==> src/audio_pkg.sv <==
package audio_pkg;

  // pcm sample width used across the audio path
  localparam int sample_w = 16;

  // delta-sigma loop selection
  // first order uses lfsr dither, second order saturates and
  // forbids back-to-back ones at the pin
  typedef enum logic {
    order_first  = 1'b0,
    order_second = 1'b1
  } dsm_order_e;

  // intake state
  // st_live passes the latched sample through
  // st_underrun substitutes mid-scale silence until the next strobe
  typedef enum logic {
    st_live     = 1'b0,
    st_underrun = 1'b1
  } intake_state_e;

endpackage
==> src/audio_dac_top.sv <==
`timescale 1ns/1ps

module audio_dac_top #(
  parameter int hold_limit = 4096,
  parameter int window_log2 = 12
) (
  input  logic                                 clk,
  input  logic                                 rst,
  input  logic signed [audio_pkg::sample_w-1:0] sample,
  input  logic                                 sample_strobe,
  input  audio_pkg::dsm_order_e                order,
  output logic                                 pdm_out,
  output logic                                 underrun,
  output logic [window_log2:0]                 level,
  output logic                                 level_valid
);

  logic [audio_pkg::sample_w-1:0] held_sample;
  logic mod_bit;

  // holds the last strobed sample, silence once the source stalls
  sample_intake #(
    .hold_limit(hold_limit)
  ) u_intake (
    .clk          (clk),
    .rst          (rst),
    .sample       (sample),
    .sample_strobe(sample_strobe),
    .held_sample  (held_sample),
    .underrun     (underrun)
  );

  dsm_modulator u_mod (
    .clk        (clk),
    .rst        (rst),
    .held_sample(held_sample),
    .order      (order),
    .mod_bit    (mod_bit)
  );

  // pin register and windowed ones meter
  pdm_output_stage #(
    .window_log2(window_log2)
  ) u_out (
    .clk        (clk),
    .rst        (rst),
    .mod_bit    (mod_bit),
    .pdm_out    (pdm_out),
    .level      (level),
    .level_valid(level_valid)
  );

endmodule

==> src/pdm_output_stage.sv <==
`timescale 1ns/1ps

module pdm_output_stage #(
  parameter int window_log2 = 12
) (
  input  logic                 clk,
  input  logic                 rst,
  input  logic                 mod_bit,
  output logic                 pdm_out,
  output logic [window_log2:0] level,
  output logic                 level_valid
);

  logic [window_log2-1:0] win_cnt;
  logic [window_log2:0] ones;
  logic [window_log2:0] ones_next;
  logic window_end;

  // pin register, keeps the modulator logic off the pad
  always_ff @(posedge clk) begin
    if (rst) begin
      pdm_out <= 1'b0;
    end else begin
      pdm_out <= mod_bit;
    end
  end

  // last cycle of a window when the free-running counter is all ones
  assign window_end = &win_cnt;

  // includes the bit on the pin this cycle
  assign ones_next = ones + (window_log2 + 1)'(pdm_out);

  always_ff @(posedge clk) begin
    if (rst) begin
      win_cnt <= '0;
      ones <= '0;
      level <= '0;
      level_valid <= 1'b0;
    end else begin
      win_cnt <= win_cnt + 1'b1;
      level_valid <= window_end;
      if (window_end) begin
        level <= ones_next;
        ones <= '0;
      end else begin
        ones <= ones_next;
      end
    end
  end

endmodule

==> src/dsm_modulator.sv <==
`timescale 1ns/1ps

module dsm_modulator (
  input  logic                          clk,
  input  logic                          rst,
  input  logic [audio_pkg::sample_w-1:0] held_sample,
  input  audio_pkg::dsm_order_e         order,
  output logic                          mod_bit
);

  localparam int sw = audio_pkg::sample_w;

  // galois lfsr with taps at bits 23, 22, 17 and 0
  localparam logic [23:0] lfsr_taps = 24'hC20001;
  localparam logic [23:0] lfsr_seed = 24'hFFFFFF;

  // first order scaling where one full-scale pulse is 0x20000
  localparam logic [19:0] full_scale1 = 20'h20000;
  localparam logic [19:0] bias1 = 20'h02000;

  // second order scaling where 0x80000 is one and the integrators clip at +/-8
  localparam logic [23:0] full_scale2 = 24'h080000;
  localparam logic [23:0] pos_limit = 24'h400000;
  localparam logic [23:0] neg_limit = 24'hC00000;

  logic [sw-1:0] ob_sample;

  logic [23:0] lfsr;
  logic [19:0] err_acc;
  logic [19:0] err_step;
  logic [19:0] dither_thresh;
  logic bit1;

  logic [sw+1:0] sample_ext;
  logic [sw+1:0] scaled_sample;
  logic [sw+1:0] ob_scaled;
  logic [23:0] fb2;
  logic [23:0] a_int;
  logic [23:0] b_int;
  logic [23:0] a_step;
  logic [23:0] b_step;
  logic [23:0] a_sum;
  logic [23:0] b_sum;
  logic [23:0] a_next;
  logic [23:0] b_next;
  logic last_bit;
  logic bit2;

  // clip an integrator that left the +/-8 range
  function automatic logic [23:0] saturate(input logic [23:0] v);
    logic [23:0] r;
    r = v;
    if (v[23] && !v[22]) begin
      r = neg_limit;
    end else if (!v[23] && v[22]) begin
      r = pos_limit;
    end
    return r;
  endfunction

  // offset binary where 0 is most negative and 0x8000 is silence
  assign ob_sample = {~held_sample[sw-1], held_sample[sw-2:0]};

  // first order loop

  // the threshold wanders by up to half of full scale
  assign dither_thresh = full_scale1 + 20'(lfsr[23:8]);

  // the accumulator stays between 0x2000 and 0x42000 once running
  assign bit1 = (err_acc >= dither_thresh);

  assign err_step = 20'(ob_sample) + bias1 - (bit1 ? full_scale1 : 20'h0);

  always_ff @(posedge clk) begin
    if (rst) begin
      lfsr <= lfsr_seed;
      err_acc <= '0;
    end else begin
      lfsr <= {lfsr[22:0], 1'b0} ^ (lfsr[23] ? lfsr_taps : 24'h0);
      err_acc <= err_acc + err_step;
    end
  end

  // second order loop

  // three quarters of full scale keeps the integrators out of clipping
  assign sample_ext = {{2{held_sample[sw-1]}}, held_sample};
  assign scaled_sample = sample_ext + {sample_ext[sw:0], 1'b0};
  assign ob_scaled = {~scaled_sample[sw+1], scaled_sample[sw:0]};

  // at most one clock high in a row, so pin rise and fall mismatch
  // adds the same error to every pulse
  assign bit2 = !last_bit && !b_int[23];

  assign fb2 = bit2 ? full_scale2 : 24'h0;

  always_comb begin
    a_step = 24'(ob_scaled) - fb2;
    a_sum = a_int + a_step;
    // second stage sees the unclipped first stage sum
    b_step = a_sum - fb2;
    b_sum = b_int + b_step;
    a_next = saturate(a_sum);
    b_next = saturate(b_sum);
  end

  always_ff @(posedge clk) begin
    if (rst) begin
      a_int <= '0;
      b_int <= '0;
      last_bit <= 1'b0;
    end else begin
      a_int <= a_next;
      b_int <= b_next;
      last_bit <= bit2;
    end
  end

  // both loops run and order picks the one that reaches the pin
  assign mod_bit = (order == audio_pkg::order_second) ? bit2 : bit1;

endmodule

==> src/sample_intake.sv <==
`timescale 1ns/1ps

module sample_intake #(
  parameter int hold_limit = 4096
) (
  input  logic                          clk,
  input  logic                          rst,
  input  logic [audio_pkg::sample_w-1:0] sample,
  input  logic                          sample_strobe,
  output logic [audio_pkg::sample_w-1:0] held_sample,
  output logic                          underrun
);

  // counter must reach hold_limit without wrapping
  localparam int age_w = $clog2(hold_limit + 1);

  audio_pkg::intake_state_e state;
  logic [age_w-1:0] age;
  logic [audio_pkg::sample_w-1:0] sample_q;
  logic age_expired;

  // last live cycle before the source is declared stalled
  assign age_expired = (age == age_w'(hold_limit - 1));

  always_ff @(posedge clk) begin
    if (rst) begin
      state <= audio_pkg::st_live;
      age <= '0;
      sample_q <= '0;
    end else if (sample_strobe) begin
      // a fresh sample always brings the path back to live
      state <= audio_pkg::st_live;
      age <= '0;
      sample_q <= sample;
    end else if (state == audio_pkg::st_live) begin
      age <= age + 1'b1;
      if (age_expired) begin
        state <= audio_pkg::st_underrun;
      end
    end
  end

  // zero is mid-scale in two's complement, so the output goes quiet
  assign held_sample = (state == audio_pkg::st_underrun) ? '0 : sample_q;
  assign underrun = (state == audio_pkg::st_underrun);

endmodule

==> config.mk <==
export PLATFORM = sky130hd
export DESIGN_NAME = audio_dac_top
export DESIGN_NICKNAME = d
export VERILOG_FILES = /design/src/audio_pkg.sv /design/src/audio_dac_top.sv /design/src/pdm_output_stage.sv /design/src/dsm_modulator.sv /design/src/sample_intake.sv
export SDC_FILE = /design/constraint.sdc
export NUM_CORES = 1
export LEC_CHECK = 0
export ABC_AREA = 1
export BUFFER_PORTS_ARGS = -buffer_cell sky130_fd_sc_hd__clkbuf_2
export CAP_MARGIN = 20
export CORE_ASPECT_RATIO = 0.7
export CORE_UTILIZATION = 45
export DETAILED_ROUTE_END_ITERATION = 12
export HOLD_SLACK_MARGIN = 0.05
export SYNTH_ARGS = -nofsm -noshare
export SYNTH_HDL_FRONTEND = slang
export SYNTH_HIERARCHICAL = 1
export SYNTH_SLANG_ARGS = --single-unit
==> constraint.sdc <==
create_clock -name clk -period 5.7 [get_ports clk]
set_input_delay 0.855 -clock clk [delete_from_list [all_inputs] [get_ports clk]]
set_output_delay 0.855 -clock clk [all_outputs]
set_load 0.1 [all_outputs]
==> impl_metrics.ini <==
[run_status]
status = completed

[timing]
period_share = 0.961
tns_ns = 0
maxSlewHeadroom = 0.583
fin_crit_ns = 5.48
finalClockSkew_ns = 0.00669
timing.fmax_mhz = 183
tightestPinTransition_ns = 0.623
slew_violations = 0
setup_viol = 0
final-hold-violation-count = 0

[critical_path]
r2r_start = u_intake/underrun$_SDFF_PP0_
r2r_cells = 39
crit_slowest_cell = fa_1
path_class = flip-flop to flip-flop
critPathMaxFanout = 7
cp-start-kind = flip-flop
cp-startpoint = u_intake/underrun$_SDFF_PP0_
critPathCaptureType = flip-flop
slowest_delay_ns = 0.56
cp_data_required_time_ns = 6.03
r2r_end = u_mod/b_int[4]$_SDFF_PP0_
r2r_slack_ns = 0.22
worstPathArrival_ns = 5.80

[yosys]
yosysMostFrequentCell = nand2_1
async_flop_share = 0
synth_area_leaders = dfxtp_1 (29%), ha_1 (15%), nand2_1 (9.0%)
avgSynthCellArea_sq_um = 7.12
synth_edf_count = 0
synth.distinct_cells = 51
yosysSeqAreaShare = 0.291
yosys.area.top_type = dfxtp_1
synth_flop_cell = dfxtp_1
synth_top_area_share = 0.291
ys_ff_latch = 163
synthCells = 1575
yosysWarnings = 6
synth.cell_area_sq_um = 11200
ys_top_cells_by_count = nand2_1 (270), inv_1 (268), nor2_1 (176)
syn_nets = 1735

[floorplanning]
dieArea_sq_um = 25600
core_region_area_sq_um = 24100
rows = 47
start_util = 0.466
die_w_um = 191
die_y_um = 134
io_pins = 36

[clock_network]
clock_latency_ns = 0.43
hold_buffers = 0
cts_tree = built
cts_root_buffer = clkbuf_16
clock_sinks = 163
htreeDepth = 4
path_clk_slew_ns = 0.07
cts-buffers-inserted = 17
clockBufferDepth = 2

[detailed_routing]
vias_per_cell = 5.00
wl_met3_mm = 1.32
num_vias = 10200
wl_met2_mm = 11.2
drcViolationCount = 0
highest_layer = met4
wl_per_cell_um = 13.7
drtIter0Drc = 673
wl_met1_mm = 15.4
drt_wl_total_mm = 28.1
drtPass1Iterations = 5
ant_nets = 0

[grt]
grt-ovfl-total = 0
grt_pass1_wl_mm = 45.5
grt_max_degree = 49
antenna_found_initial = 0
grt_pass1_vias = 9178
grtUsageTotal = 0.225

[layout]
fin_nets = 1878
multiInputGateArea_sq_um = 7550
antenna_cells = 0
fin_cells = 2049
final_area_sq_um = 14000
seqCellArea_sq_um = 3270
drive_gt1_frac = 0.233
area_growth_pct = 24.9
fillers = 2226

[placed_design]
post-dp-hpwl_mm = 21.1
placed_cells = 1986
postPlaceCellArea_sq_um = 12300
routabilityCongestion = 0.898
portBuffers = 35

[hold_path]
hp-class = flip-flop to flip-flop
min_from = u_mod/lfsr[1]$_SDFF_PP1_
min_path_cells = 1
min_to = u_mod/lfsr[2]$_SDFF_PP1_

[run]
cap_violations = 0
## worst max-delay path: cells and delay by family (launching register included)
kind,cells,cell delay (ns)
adder cells (fa/ha/maj),4,1.51
AO/OA/AOI/OAI,4,0.48
flip-flops,1,0.39
AND/OR/NAND/NOR,20,1.88
XOR/XNOR,2,0.33
buffers and inverters,9,0.80
## kinds of logic (layout without fill, tap and decap cells)
group	after synthesis	after routing	share of synthesized area
XOR/XNOR	80	80	0.0632
flip-flops	163	163	0.291
AO/OA/AOI/OAI	278	278	0.139
AND/OR/NAND/NOR	616	616	0.243
buffers and inverters	298	454	0.105
adder cells (fa/ha/maj)	140	140	0.159
## registers in the layout, summed over array words and instances (netlist names)
signal	cells
u_mod/a_int	24
u_mod/b_int	24
u_mod/lfsr	24
u_mod/err_acc	20
u_intake/sample_q	16
u_intake/age	13
u_out/level	13
u_out/ones	13
u_out/win_cnt	12
u_intake/underrun	1
u_mod/last_bit	1
u_out/level_valid	1
u_out/pdm_out	1
## worst max path at each step
| stage | endpoint | depth (start not counted) |
|---|---|---|
| floorplan | u_mod/b_int[12]$_SDFF_PP0_ | 37 |
| detailed placement | u_mod/b_int[0]$_SDFF_PP0_ | 38 |
| global route | u_mod/b_int[16]$_SDFF_PP0_ | 38 |
| finish | u_mod/b_int[4]$_SDFF_PP0_ | 39 |
| CTS | u_mod/b_int[0]$_SDFF_PP0_ | 38 |
| global placement | u_mod/b_int[1]$_SDFF_PP0_ | 38 |
## routing by layer
metal  vias to the layer above  GRT usage
met1                      4690      0.353
met4                         0     0.0444
met2                       186      0.308
met3                        11     0.0460
met5                         -          0
li1                       5353          -
## area by class of cell
| class | instances | area share |
|---|---|---|
| inverters | 272 | 0.0738 |
| multi-input cells | 1114 | 0.540 |
| clock inverters | 14 | 0.0126 |
| clock buffers | 18 | 0.0314 |
| repair buffers | 150 | 0.0808 |
| well taps | 318 | 0.0284 |
| flip-flops and latches | 163 | 0.233 |
## through the flow
step	util	setup WS, ns	hold slack [ns]
detailed placement	0.511	-0.131	0.393
global placement	0.511	-0.157	0.390
finish	0.582	0.223	0.408
floorplan	-	0.00744	0.389
CTS	0.547	0.00234	0.409
global route	0.582	-0.0830	0.423
## cell usage in the layout (no fill, tap or decap), types with 15 or more instances in the layout
| cell type | n |
|---|---|
| inv_1 | 243 |
| a21oi_1 | 118 |
| nor2_4 | 15 |
| ha_1 | 115 |
| nand2_2 | 25 |
| a211oi_1 | 17 |
| nor2_1 | 151 |
| dfxtp_1 | 161 |
| ha_4 | 17 |
| clkbuf_2 | 35 |
| nor2_2 | 37 |
| o21ai_0 | 68 |
| xor2_1 | 54 |
| nand2_1 | 251 |
| inv_2 | 25 |
| nand3_1 | 51 |
| nand4_1 | 15 |
| buf_4 | 105 |
| xnor2_1 | 18 |
| nand3_2 | 17 |
| clkbuf_16 | 18 |
## repair_timing
item / 4_1_cts / 5_1_grt
setup endpoints to repair: 23 / 24
gates resized for setup: 31 / 175
pin swaps: 7 / 84
gates cloned: 3 / 1
setup buffers: 4 / 26
Power is not shown: default switching activity piles up to over one toggle a cycle in this logic, so the estimate is an artifact.
